===== src/rv_isa_pkg.sv =====
`default_nettype none

package rv_isa_pkg;

    localparam int XLEN          = 32;
    localparam int REG_ADDR_BITS = 5;

    typedef enum logic [6:0] {
        OPC_OP     = 7'b0110011,
        OPC_OP_IMM = 7'b0010011,
        OPC_LUI    = 7'b0110111,
        OPC_AUIPC  = 7'b0010111,
        OPC_JAL    = 7'b1101111,
        OPC_JALR   = 7'b1100111,
        OPC_BRANCH = 7'b1100011
    } opcode_e;

    // {instr[30], funct3} of the matching op
    typedef enum logic [3:0] {
        ALU_ADD  = 4'b0000,
        ALU_SLL  = 4'b0001,
        ALU_SLT  = 4'b0010,
        ALU_SLTU = 4'b0011,
        ALU_XOR  = 4'b0100,
        ALU_SRL  = 4'b0101,
        ALU_OR   = 4'b0110,
        ALU_AND  = 4'b0111,
        ALU_SUB  = 4'b1000,
        ALU_SRA  = 4'b1101
    } alu_op_e;

    typedef struct packed {
        logic [6:0] funct7;
        logic [4:0] rs2;
        logic [4:0] rs1;
        logic [2:0] funct3;
        logic [4:0] rd;
        logic [6:0] opcode;
    } r_fmt_t;

    typedef struct packed {
        logic [11:0] imm_11_0;
        logic [4:0]  rs1;
        logic [2:0]  funct3;
        logic [4:0]  rd;
        logic [6:0]  opcode;
    } i_fmt_t;

    typedef struct packed {
        logic       imm_12;
        logic [5:0] imm_10_5;
        logic [4:0] rs2;
        logic [4:0] rs1;
        logic [2:0] funct3;
        logic [3:0] imm_4_1;
        logic       imm_11;
        logic [6:0] opcode;
    } b_fmt_t;

    typedef struct packed {
        logic [19:0] imm_31_12;
        logic [4:0]  rd;
        logic [6:0]  opcode;
    } u_fmt_t;

    typedef struct packed {
        logic       imm_20;
        logic [9:0] imm_10_1;
        logic       imm_11;
        logic [7:0] imm_19_12;
        logic [4:0] rd;
        logic [6:0] opcode;
    } j_fmt_t;

    typedef union packed {
        r_fmt_t r;
        i_fmt_t i;
        b_fmt_t b;
        u_fmt_t u;
        j_fmt_t j;
    } instr_u;

endpackage

`default_nettype wire


===== src/rv_pipe_pkg.sv =====
`default_nettype none

package rv_pipe_pkg;

    typedef struct packed {
        logic                          valid;
        rv_isa_pkg::instr_u            instr;
        logic [rv_isa_pkg::XLEN-1:0]   pc;
    } fetch_t;

    typedef struct packed {
        logic                                 valid;
        logic [rv_isa_pkg::XLEN-1:0]          pc;
        logic [rv_isa_pkg::REG_ADDR_BITS-1:0] rs1;
        logic [rv_isa_pkg::REG_ADDR_BITS-1:0] rs2;
        logic [rv_isa_pkg::XLEN-1:0]          rs1_data;
        logic [rv_isa_pkg::XLEN-1:0]          rs2_data;
        logic [rv_isa_pkg::REG_ADDR_BITS-1:0] rd;
        logic                                 wr_en;
        rv_isa_pkg::alu_op_e                  alu_op;
        logic [rv_isa_pkg::XLEN-1:0]          imm;
        logic                                 op1_pc;    // op1 = pc
        logic                                 op2_imm;   // op2 = imm
        logic                                 is_jal;
        logic                                 is_jalr;
        logic                                 is_branch;
        logic [2:0]                           funct3;    // branch condition
    } dec_t;

    typedef struct packed {
        logic                                 valid;
        logic                                 wr_en;
        logic [rv_isa_pkg::REG_ADDR_BITS-1:0] rd;
        logic [rv_isa_pkg::XLEN-1:0]          data;
        logic [rv_isa_pkg::XLEN-1:0]          pc;
    } retire_t;

    typedef struct packed {
        logic                        taken;
        logic [rv_isa_pkg::XLEN-1:0] target;
    } redirect_t;

endpackage

`default_nettype wire


===== src/rv_fetch.sv =====
`timescale 1ns/1ps
`default_nettype none

module rv_fetch
#(
    parameter logic [31:0] RESET_ADDR = 32'h0000_0000,
    parameter int          IADDR_BITS = 16
)
(
    input  logic                   i_clk,
    input  logic                   i_arst_n,
    input  logic                   i_instr_ack,
    input  rv_isa_pkg::instr_u     i_instr_data,
    input  rv_pipe_pkg::redirect_t i_redirect,
    output logic                   o_instr_req,
    output logic [IADDR_BITS-1:0]  o_instr_addr,
    output rv_pipe_pkg::fetch_t    o_fetch
);

    logic [rv_isa_pkg::XLEN-1:0] pc;
    logic                        req;
    logic                        accept;

    // late ack of a flushed request is dropped
    assign accept       = req & i_instr_ack & ~i_redirect.taken;
    assign o_instr_req  = req;
    assign o_instr_addr = pc[IADDR_BITS-1:0];

    always_ff @(posedge i_clk or negedge i_arst_n)
    begin
        if (!i_arst_n)
        begin
            pc      <= RESET_ADDR;
            req     <= 1'b0;
            o_fetch <= '0;
        end
        else
        begin
            req           <= 1'b1;    // one open request, always
            o_fetch.valid <= accept;
            if (accept)
            begin
                o_fetch.instr <= i_instr_data;
                o_fetch.pc    <= pc;
            end
            if (i_redirect.taken)
            begin
                pc <= i_redirect.target;
            end
            else if (accept)
            begin
                pc <= pc + 32'd4;
            end
        end
    end

endmodule

`default_nettype wire


===== src/rv_decode.sv =====
`timescale 1ns/1ps
`default_nettype none

module rv_decode
(
    input  logic                                 i_clk,
    input  logic                                 i_arst_n,
    input  rv_pipe_pkg::fetch_t                  i_fetch,
    input  rv_pipe_pkg::redirect_t               i_redirect,
    input  logic [rv_isa_pkg::XLEN-1:0]          i_rs1_data,
    input  logic [rv_isa_pkg::XLEN-1:0]          i_rs2_data,
    output logic [rv_isa_pkg::REG_ADDR_BITS-1:0] o_rs1,
    output logic [rv_isa_pkg::REG_ADDR_BITS-1:0] o_rs2,
    output rv_pipe_pkg::dec_t                    o_dec
);

    rv_isa_pkg::instr_u instr;
    rv_pipe_pkg::dec_t  dec_d;
    logic               alt_sub;
    logic               alt_sr;

    assign instr   = i_fetch.instr;
    assign alt_sub = (instr.r.funct3 == 3'b000);
    assign alt_sr  = (instr.r.funct3 == 3'b101);

    // lui adds its immediate to x0
    assign o_rs1 = (instr.r.opcode == rv_isa_pkg::OPC_LUI) ? '0 : instr.r.rs1;
    assign o_rs2 = instr.r.rs2;

    // ~~~~~~~~~~~~~~~~~~~~~~~~~~~~~~~~~~~~~~~~~~~~~~~~~~
    // field decode
    always_comb
    begin
        dec_d          = '0;
        dec_d.valid    = i_fetch.valid & ~i_redirect.taken;
        dec_d.pc       = i_fetch.pc;
        dec_d.rs1      = o_rs1;
        dec_d.rs2      = o_rs2;
        dec_d.rs1_data = i_rs1_data;
        dec_d.rs2_data = i_rs2_data;
        dec_d.rd       = instr.r.rd;
        dec_d.funct3   = instr.r.funct3;
        dec_d.alu_op   = rv_isa_pkg::ALU_ADD;
        case (instr.r.opcode)
            rv_isa_pkg::OPC_OP:
            begin
                dec_d.wr_en  = 1'b1;
                dec_d.alu_op = rv_isa_pkg::alu_op_e'({instr.r.funct7[5] & (alt_sub | alt_sr),
                                                      instr.r.funct3});
            end
            rv_isa_pkg::OPC_OP_IMM:
            begin
                dec_d.wr_en   = 1'b1;
                dec_d.op2_imm = 1'b1;
                dec_d.imm     = {{20{instr.i.imm_11_0[11]}}, instr.i.imm_11_0};
                dec_d.alu_op  = rv_isa_pkg::alu_op_e'({instr.i.imm_11_0[10] & alt_sr,
                                                       instr.i.funct3});  // srai only
            end
            rv_isa_pkg::OPC_LUI, rv_isa_pkg::OPC_AUIPC:
            begin
                dec_d.wr_en   = 1'b1;
                dec_d.op1_pc  = (instr.u.opcode == rv_isa_pkg::OPC_AUIPC);
                dec_d.op2_imm = 1'b1;
                dec_d.imm     = {instr.u.imm_31_12, 12'b0};
            end
            rv_isa_pkg::OPC_JAL:
            begin
                dec_d.wr_en  = 1'b1;
                dec_d.is_jal = 1'b1;
                dec_d.imm    = {{11{instr.j.imm_20}}, instr.j.imm_20, instr.j.imm_19_12,
                                instr.j.imm_11, instr.j.imm_10_1, 1'b0};
            end
            rv_isa_pkg::OPC_JALR:
            begin
                dec_d.wr_en   = 1'b1;
                dec_d.is_jalr = 1'b1;
                dec_d.imm     = {{20{instr.i.imm_11_0[11]}}, instr.i.imm_11_0};
            end
            rv_isa_pkg::OPC_BRANCH:
            begin
                dec_d.is_branch = 1'b1;
                dec_d.imm       = {{19{instr.b.imm_12}}, instr.b.imm_12, instr.b.imm_11,
                                   instr.b.imm_10_5, instr.b.imm_4_1, 1'b0};
            end
            default:
            begin
                dec_d.wr_en = 1'b0;    // unknown opcode, retire as nop
            end
        endcase
    end

    always_ff @(posedge i_clk or negedge i_arst_n)
    begin
        if (!i_arst_n)
        begin
            o_dec <= '0;
        end
        else
        begin
            o_dec <= dec_d;
        end
    end

endmodule

`default_nettype wire


===== src/rv_regs.sv =====
`timescale 1ns/1ps
`default_nettype none

module rv_regs
(
    input  logic                                 i_clk,
    input  logic                                 i_arst_n,
    input  logic [rv_isa_pkg::REG_ADDR_BITS-1:0] i_rs1,
    input  logic [rv_isa_pkg::REG_ADDR_BITS-1:0] i_rs2,
    input  rv_pipe_pkg::retire_t                 i_wr,
    output logic [rv_isa_pkg::XLEN-1:0]          o_rs1_data,
    output logic [rv_isa_pkg::XLEN-1:0]          o_rs2_data
);

    logic [rv_isa_pkg::XLEN-1:0] regs [31:1];    // no storage for x0
    logic                        wr_hit;

    assign wr_hit = i_wr.valid & i_wr.wr_en & (i_wr.rd != '0);

    function automatic logic [rv_isa_pkg::XLEN-1:0] read_port(
        input logic [rv_isa_pkg::REG_ADDR_BITS-1:0] idx
    );
        if (idx == '0)
        begin
            return '0;
        end
        else if (wr_hit && (idx == i_wr.rd))
        begin
            return i_wr.data;    // write-through
        end
        return regs[idx];
    endfunction

    always_comb
    begin
        o_rs1_data = read_port(i_rs1);
        o_rs2_data = read_port(i_rs2);
    end

    always_ff @(posedge i_clk or negedge i_arst_n)
    begin
        if (!i_arst_n)
        begin
            for (int k = 1; k < 32; k++)
            begin
                regs[k] <= '0;
            end
        end
        else if (wr_hit)
        begin
            regs[i_wr.rd] <= i_wr.data;
        end
    end

endmodule

`default_nettype wire


===== src/rv_execute.sv =====
`timescale 1ns/1ps
`default_nettype none

module rv_execute
(
    input  logic                   i_clk,
    input  logic                   i_arst_n,
    input  rv_pipe_pkg::dec_t      i_dec,
    output rv_pipe_pkg::redirect_t o_redirect,
    output rv_pipe_pkg::retire_t   o_retire
);

    logic [rv_isa_pkg::XLEN-1:0] rs1_val;
    logic [rv_isa_pkg::XLEN-1:0] rs2_val;
    logic [rv_isa_pkg::XLEN-1:0] op1;
    logic [rv_isa_pkg::XLEN-1:0] op2;
    logic [rv_isa_pkg::XLEN-1:0] alu_res;
    logic                        wb_fwd;
    logic                        cond;

    // ~~~~~~~~~~~~~~~~~~~~~~~~~~~~~~~~~~~~~~~~~~~~~~~~~~
    // operand forwarding, distance one
    assign wb_fwd  = o_retire.valid & o_retire.wr_en & (o_retire.rd != '0);
    assign rs1_val = (wb_fwd && o_retire.rd == i_dec.rs1) ? o_retire.data : i_dec.rs1_data;
    assign rs2_val = (wb_fwd && o_retire.rd == i_dec.rs2) ? o_retire.data : i_dec.rs2_data;

    assign op1 = i_dec.op1_pc  ? i_dec.pc  : rs1_val;
    assign op2 = i_dec.op2_imm ? i_dec.imm : rs2_val;

    always_comb
    begin
        case (i_dec.alu_op)
            rv_isa_pkg::ALU_ADD:  alu_res = op1 + op2;
            rv_isa_pkg::ALU_SUB:  alu_res = op1 - op2;
            rv_isa_pkg::ALU_SLL:  alu_res = op1 << op2[4:0];
            rv_isa_pkg::ALU_SLT:  alu_res = {31'b0, $signed(op1) < $signed(op2)};
            rv_isa_pkg::ALU_SLTU: alu_res = {31'b0, op1 < op2};
            rv_isa_pkg::ALU_XOR:  alu_res = op1 ^ op2;
            rv_isa_pkg::ALU_SRL:  alu_res = op1 >> op2[4:0];
            rv_isa_pkg::ALU_SRA:  alu_res = $signed(op1) >>> op2[4:0];
            rv_isa_pkg::ALU_OR:   alu_res = op1 | op2;
            rv_isa_pkg::ALU_AND:  alu_res = op1 & op2;
            default:              alu_res = '0;
        endcase
    end

    // ~~~~~~~~~~~~~~~~~~~~~~~~~~~~~~~~~~~~~~~~~~~~~~~~~~
    // branch resolution
    always_comb
    begin
        case (i_dec.funct3)
            3'b000:  cond = (rs1_val == rs2_val);
            3'b001:  cond = (rs1_val != rs2_val);
            3'b100:  cond = ($signed(rs1_val) <  $signed(rs2_val));
            3'b101:  cond = ($signed(rs1_val) >= $signed(rs2_val));
            3'b110:  cond = (rs1_val <  rs2_val);
            3'b111:  cond = (rs1_val >= rs2_val);
            default: cond = 1'b0;
        endcase
    end

    assign o_redirect.taken  = i_dec.valid & (i_dec.is_jal | i_dec.is_jalr
                                              | (i_dec.is_branch & cond));
    assign o_redirect.target = i_dec.is_jalr ? ((rs1_val + i_dec.imm) & ~32'd1)
                                             : (i_dec.pc + i_dec.imm);

    always_ff @(posedge i_clk or negedge i_arst_n)
    begin
        if (!i_arst_n)
        begin
            o_retire <= '0;
        end
        else
        begin
            o_retire.valid <= i_dec.valid;
            o_retire.wr_en <= i_dec.wr_en;
            o_retire.rd    <= i_dec.rd;
            o_retire.data  <= (i_dec.is_jal | i_dec.is_jalr) ? i_dec.pc + 32'd4 : alu_res;
            o_retire.pc    <= i_dec.pc;
        end
    end

endmodule

`default_nettype wire


===== src/rv_core.sv =====
`timescale 1ns/1ps
`default_nettype none

module rv_core
#(
    parameter logic [31:0] RESET_ADDR = 32'h0000_0000,
    parameter int          IADDR_BITS = 16
)
(
    input  logic                        i_clk,
    input  logic                        i_arst_n,
    input  logic                        i_instr_ack,
    input  logic [rv_isa_pkg::XLEN-1:0] i_instr_data,
    output logic                        o_instr_req,
    output logic [IADDR_BITS-1:0]       o_instr_addr,
    output rv_pipe_pkg::retire_t        o_retire
);

    rv_pipe_pkg::fetch_t                  fetch;
    rv_pipe_pkg::dec_t                    dec;
    rv_pipe_pkg::redirect_t               redirect;
    logic [rv_isa_pkg::REG_ADDR_BITS-1:0] rs1;
    logic [rv_isa_pkg::REG_ADDR_BITS-1:0] rs2;
    logic [rv_isa_pkg::XLEN-1:0]          rs1_data;
    logic [rv_isa_pkg::XLEN-1:0]          rs2_data;

    rv_fetch
    #(
        .RESET_ADDR   (RESET_ADDR),
        .IADDR_BITS   (IADDR_BITS)
    )
    u_fetch
    (
        .i_clk        (i_clk),
        .i_arst_n     (i_arst_n),
        .i_instr_ack  (i_instr_ack),
        .i_instr_data (i_instr_data),
        .i_redirect   (redirect),
        .o_instr_req  (o_instr_req),
        .o_instr_addr (o_instr_addr),
        .o_fetch      (fetch)
    );

    rv_decode u_decode
    (
        .i_clk        (i_clk),
        .i_arst_n     (i_arst_n),
        .i_fetch      (fetch),
        .i_redirect   (redirect),
        .i_rs1_data   (rs1_data),
        .i_rs2_data   (rs2_data),
        .o_rs1        (rs1),
        .o_rs2        (rs2),
        .o_dec        (dec)
    );

    rv_regs u_regs
    (
        .i_clk        (i_clk),
        .i_arst_n     (i_arst_n),
        .i_rs1        (rs1),
        .i_rs2        (rs2),
        .i_wr         (o_retire),    // writeback entry is the write port
        .o_rs1_data   (rs1_data),
        .o_rs2_data   (rs2_data)
    );

    rv_execute u_execute
    (
        .i_clk        (i_clk),
        .i_arst_n     (i_arst_n),
        .i_dec        (dec),
        .o_redirect   (redirect),
        .o_retire     (o_retire)
    );

endmodule

`default_nettype wire


===== config.mk =====
export PLATFORM = sky130hd
export DESIGN_NAME = rv_core
export DESIGN_NICKNAME = d
export VERILOG_FILES = /design/src/rv_isa_pkg.sv /design/src/rv_pipe_pkg.sv /design/src/rv_fetch.sv /design/src/rv_decode.sv /design/src/rv_regs.sv /design/src/rv_execute.sv /design/src/rv_core.sv
export SDC_FILE = /design/constraint.sdc
export NUM_CORES = 2
export LEC_CHECK = 0
export BUFFER_PORTS_ARGS = -buffer_cell sky130_fd_sc_hd__buf_2
export CORE_ASPECT_RATIO = 0.5
export CORE_MARGIN = 4
export CORE_UTILIZATION = 66
export CTS_BUF_LIST = sky130_fd_sc_hd__clkbuf_4
export CTS_CLUSTER_SIZE = 25
export DETAILED_ROUTE_END_ITERATION = 10
export PLACE_DENSITY = 0.83
export SYNTH_ARGS = -nofsm -noshare
export SYNTH_HDL_FRONTEND = slang
export SYNTH_SLANG_ARGS = --single-unit

===== constraint.sdc =====
create_clock -name i_clk -period 7.2 [get_ports i_clk]
set_clock_uncertainty 0.15 [all_clocks]
set_input_delay 1.08 -clock i_clk [delete_from_list [all_inputs] [get_ports i_clk]]
set_output_delay 1.08 -clock i_clk [all_outputs]
set_load 0.02 [all_outputs]

==> results.cfg <==
[pwr]
pwr-share-seq_pct = 38.2
p_int_mw = 13.2
p_sw_mw = 9.32
power.density_nw_per_um2 = 261
share_comb_of_total_power_pct = 34.6
ir_drop_mv = 0.180
p_leak_nw = 39.6
clock_power_share_pct = 27.2
p_total_mw = 22.5
p_sw_share_pct = 41.3

[critical_path]
reg2reg_setup_slack_ns = 0.28
crit_chain = xor2_1, or4_1, nor4_1, a221o_1, inv_1, ha_1, fa_1, nor2b_1, o31ai_1, a221oi_1, a211oi_1, o31ai_1, a21oi_1, o41ai_2, a311oi_1, o41ai_1, a21boi_0, o31a_1
required_ns = 8.17
crit_arrival_ns = 7.88
worstSetupPathType = flop to flop
cp-end-kind = flop
cpLargestDelayFamily = compound AO/OA/AOI/OAI gates
worstRegToRegCells = 18
critical_path.max_fanout = 11
r2r-end = u_execute.o_retire[32]
start_kind = flop
path_common_cell = o31ai_1
path_buf_inv = 1
r2r_start = u_execute.o_retire[68]
slowest_delay_ns = 0.63
crit_slowest_cell = or4_1

[floorplan]
die_area_um2 = 128000
core_region_area_um2 = 121000
die_y_um = 255
num_rows = 90
boundaryPins = 123
die_width_um = 502
initial_core_util_pct = 66.6

[yosys]
ys.flop_type = dfrtp_1
ys_types = 89
synth_top_cell_by_area = dfrtp_1
ys_ff_latch = 1318
synth_top_area_share_pct = 41.0
synth_area_leaders = dfrtp_1 (41%), mux2_2 (15%), mux4_2 (9.1%), nand2_1 (4.3%), mux2i_1 (4.2%)
synth-async-reset-ratio_pct = 100
synthesis.instances = 7492
yosysWarningCount = 0
synth.avg_cell_area_um2 = 10.7
synth_edf_count = 0
seq_area_frac_synth_pct = 41.0
synth_area_um2 = 80400
syn-num-nets = 7723

[cells_and_area]
area_growth_pct = 7.51
final_util_pct = 71.6
fin_cells = 9300
final_nets = 7712
layout_common_cells = dfrtp_1 (1308), mux2_2 (1062), nand2_1 (913)
register_area_um2 = 33000
layout.cells.most_common = dfrtp_1
drive_above_1_share_pct = 29.6
fillers = 8198
multi_input_area_um2 = 44400

[placement]
io_buffer_count = 122
dpl.hpwl_um = 188000
post-place-ws_ns = 0.351
placed_cells = 8745
gp_congestion = 1.10

[detailed_routing]
drt-total-wl_um = 296000
wl_per_cell_um = 31.8
dr.pass1.iters = 9
antenna_left = 0
vias = 68700
viasPerCell = 7.39
first_iter_violations = 12700
drc = 0

[sta]
tns_ns = 0
tightest_slew_ns = 1.34
timing.final.ws_setup_ns = 0.284
hold_violations = 0
max_freq_mhz = 145
rsz0062_at_grt = no
fin_crit_sh_pct = 96.1
max_slew_margin_pct = 10.8
period_needed_ns = 6.92
slew_viol_final = 0
setup_viol = 0

[cts]
cts_buffers = 311
clk_pin_slew_worst_paths_ns = 0.09
cts_tree = yes
clockBufferDepth = 4
h-tree-depth = 5
clkLatencyLatePin_ns = 1.33
cts_setup_buffers = 0
cts.sinks = 1318
cts_root_buffer = clkbuf_4

[hold_path]
hp-class = input port to flop
holdPathEnd = u_fetch.pc[2]
hp-start = i_instr_ack
whs_path_depth = 5

[global_routing]
grt_pass1_vias = 66200
grt_max_degree = 197
grt.busiest_layer = met2
gr-usage-met3_pct = 19.5
grtUsageTotal_pct = 45.7
overflow = 0
antenna_found_initial = 29
grt_use_met2_pct = 62.7
grt.met1_usage_pct = 61.3
grt_pass1_wl_um = 434000

[status]
status = finished, final reports clean

[run]
cap_violations = 0
## power groups by stage
stage               Sequential [mW]  Combinational, mW  Clock [mW]
finish                         8.61               7.80        6.14
global route                   8.63               8.04        6.51
CTS                            8.56               7.36        6.11
detailed placement             8.69               7.32           0
global placement               8.67               7.28           0
floorplan                      8.56               4.43           0
## flip-flops by register name, summed over array words and instances (netlist names)
signal               flops
u_regs.regs            992
u_decode.o_dec         157
u_execute.o_retire      71
u_fetch.o_fetch         65
u_fetch.pc              32
u_fetch.o_instr_req      1
## Yosys cell counts, types with 19 or more instances
master / number
a211oi_1: 96
a21o_1: 80
a21oi_1: 260
a221o_1: 24
a221oi_1: 26
a22o_1: 39
a22oi_1: 50
a311oi_1: 113
a31oi_1: 73
and2_1: 21
and3_1: 32
buf_1: 63
buf_2: 38
buf_4: 19
clkbuf_1: 552
dfrtp_1: 1318
ha_1: 192
inv_1: 162
mux2_2: 1062
mux2i_1: 336
mux4_2: 326
nand2_1: 924
nand2b_1: 36
nand3_1: 246
nand4_1: 21
nor2_1: 300
nor2b_1: 60
nor3_1: 89
nor4_1: 32
o211ai_1: 27
o21ai_0: 326
o21ai_1: 23
o21bai_1: 21
o221ai_1: 38
o22ai_1: 79
o31ai_1: 28
xnor2_1: 86
xor2_1: 68
## worst max path at each step
| stage | depth (start not counted) | endpoint | slack (ns) | startpoint |
|---|---|---|---|---|
| floorplan | 22 | u_execute.o_retire[56] | 1.08 | u_execute.o_retire[67] |
| global placement | 20 | u_execute.o_retire[56] | 0.57 | u_execute.o_retire[68] |
| detailed placement | 20 | u_execute.o_retire[32] | 0.35 | u_execute.o_retire[68] |
| CTS | 20 | u_execute.o_retire[32] | 0.25 | u_execute.o_retire[68] |
| global route | 20 | u_execute.o_retire[32] | 0.07 | u_execute.o_retire[68] |
| finish | 18 | u_execute.o_retire[32] | 0.28 | u_execute.o_retire[68] |
## repair_timing
action	in CTS	in global routing
resized for setup	0	2
endpoints found under the setup margin	0	4
hold endpoints to repair	150	0
hold buffers	33	0
## area by class of cell
class,count,area share (%)
Multi-Input combinational cell,5322,51.4
Clock buffer,445,3.86
Inverter,172,0.767
Antenna cell,15,0.0434
Clock inverter,62,0.399
Timing Repair Buffer,356,3.07
Tap cell,1610,2.33
Sequential cell,1318,38.2
## through the flow
step / hold slack (ns) / cell area [µm²]
4_1_cts: 0.0566 / 86400
6_report: 0.120 / 86500
2_1_floorplan: 0.181 / 80400
3_5_place_dp: 0.197 / 82400
5_1_grt: 0.160 / 86500
3_3_place_gp: 0.203 / 82400
## routing by layer
layer / wire, µm / up-vias
met3: 48600 / 1431
met4: 19000 / 30
li1: - / 27600
met5: 184 / -
met1: 109000 / 33600
met2: 119000 / 6061
## logic make-up (layout without fill, tap and decap cells)
kind of cell               Yosys count  after routing  synth area share, %
AOI/OAI and AO/OA                 1425           1425                 11.9
xor gates and xnor gates           154            154                 1.68
adders and majority gates          196            196                 3.09
buffers and inverters              852           1035                 4.19
DFF                               1318           1318                 41.0
muxes                             1729           1729                 28.2
other                                1             16              0.00466
and+or+nand+nor                   1817           1817                 9.92
## worst min-delay path, delay by kind of cell
family	cells	cell delay (ns)
AOI/OAI and AO/OA	1	0.07
xor gates and xnor gates	1	0.09
buffers and inverters	1	0.10
and+or+nand+nor	2	0.18
Power figures use the tool's default switching activity.
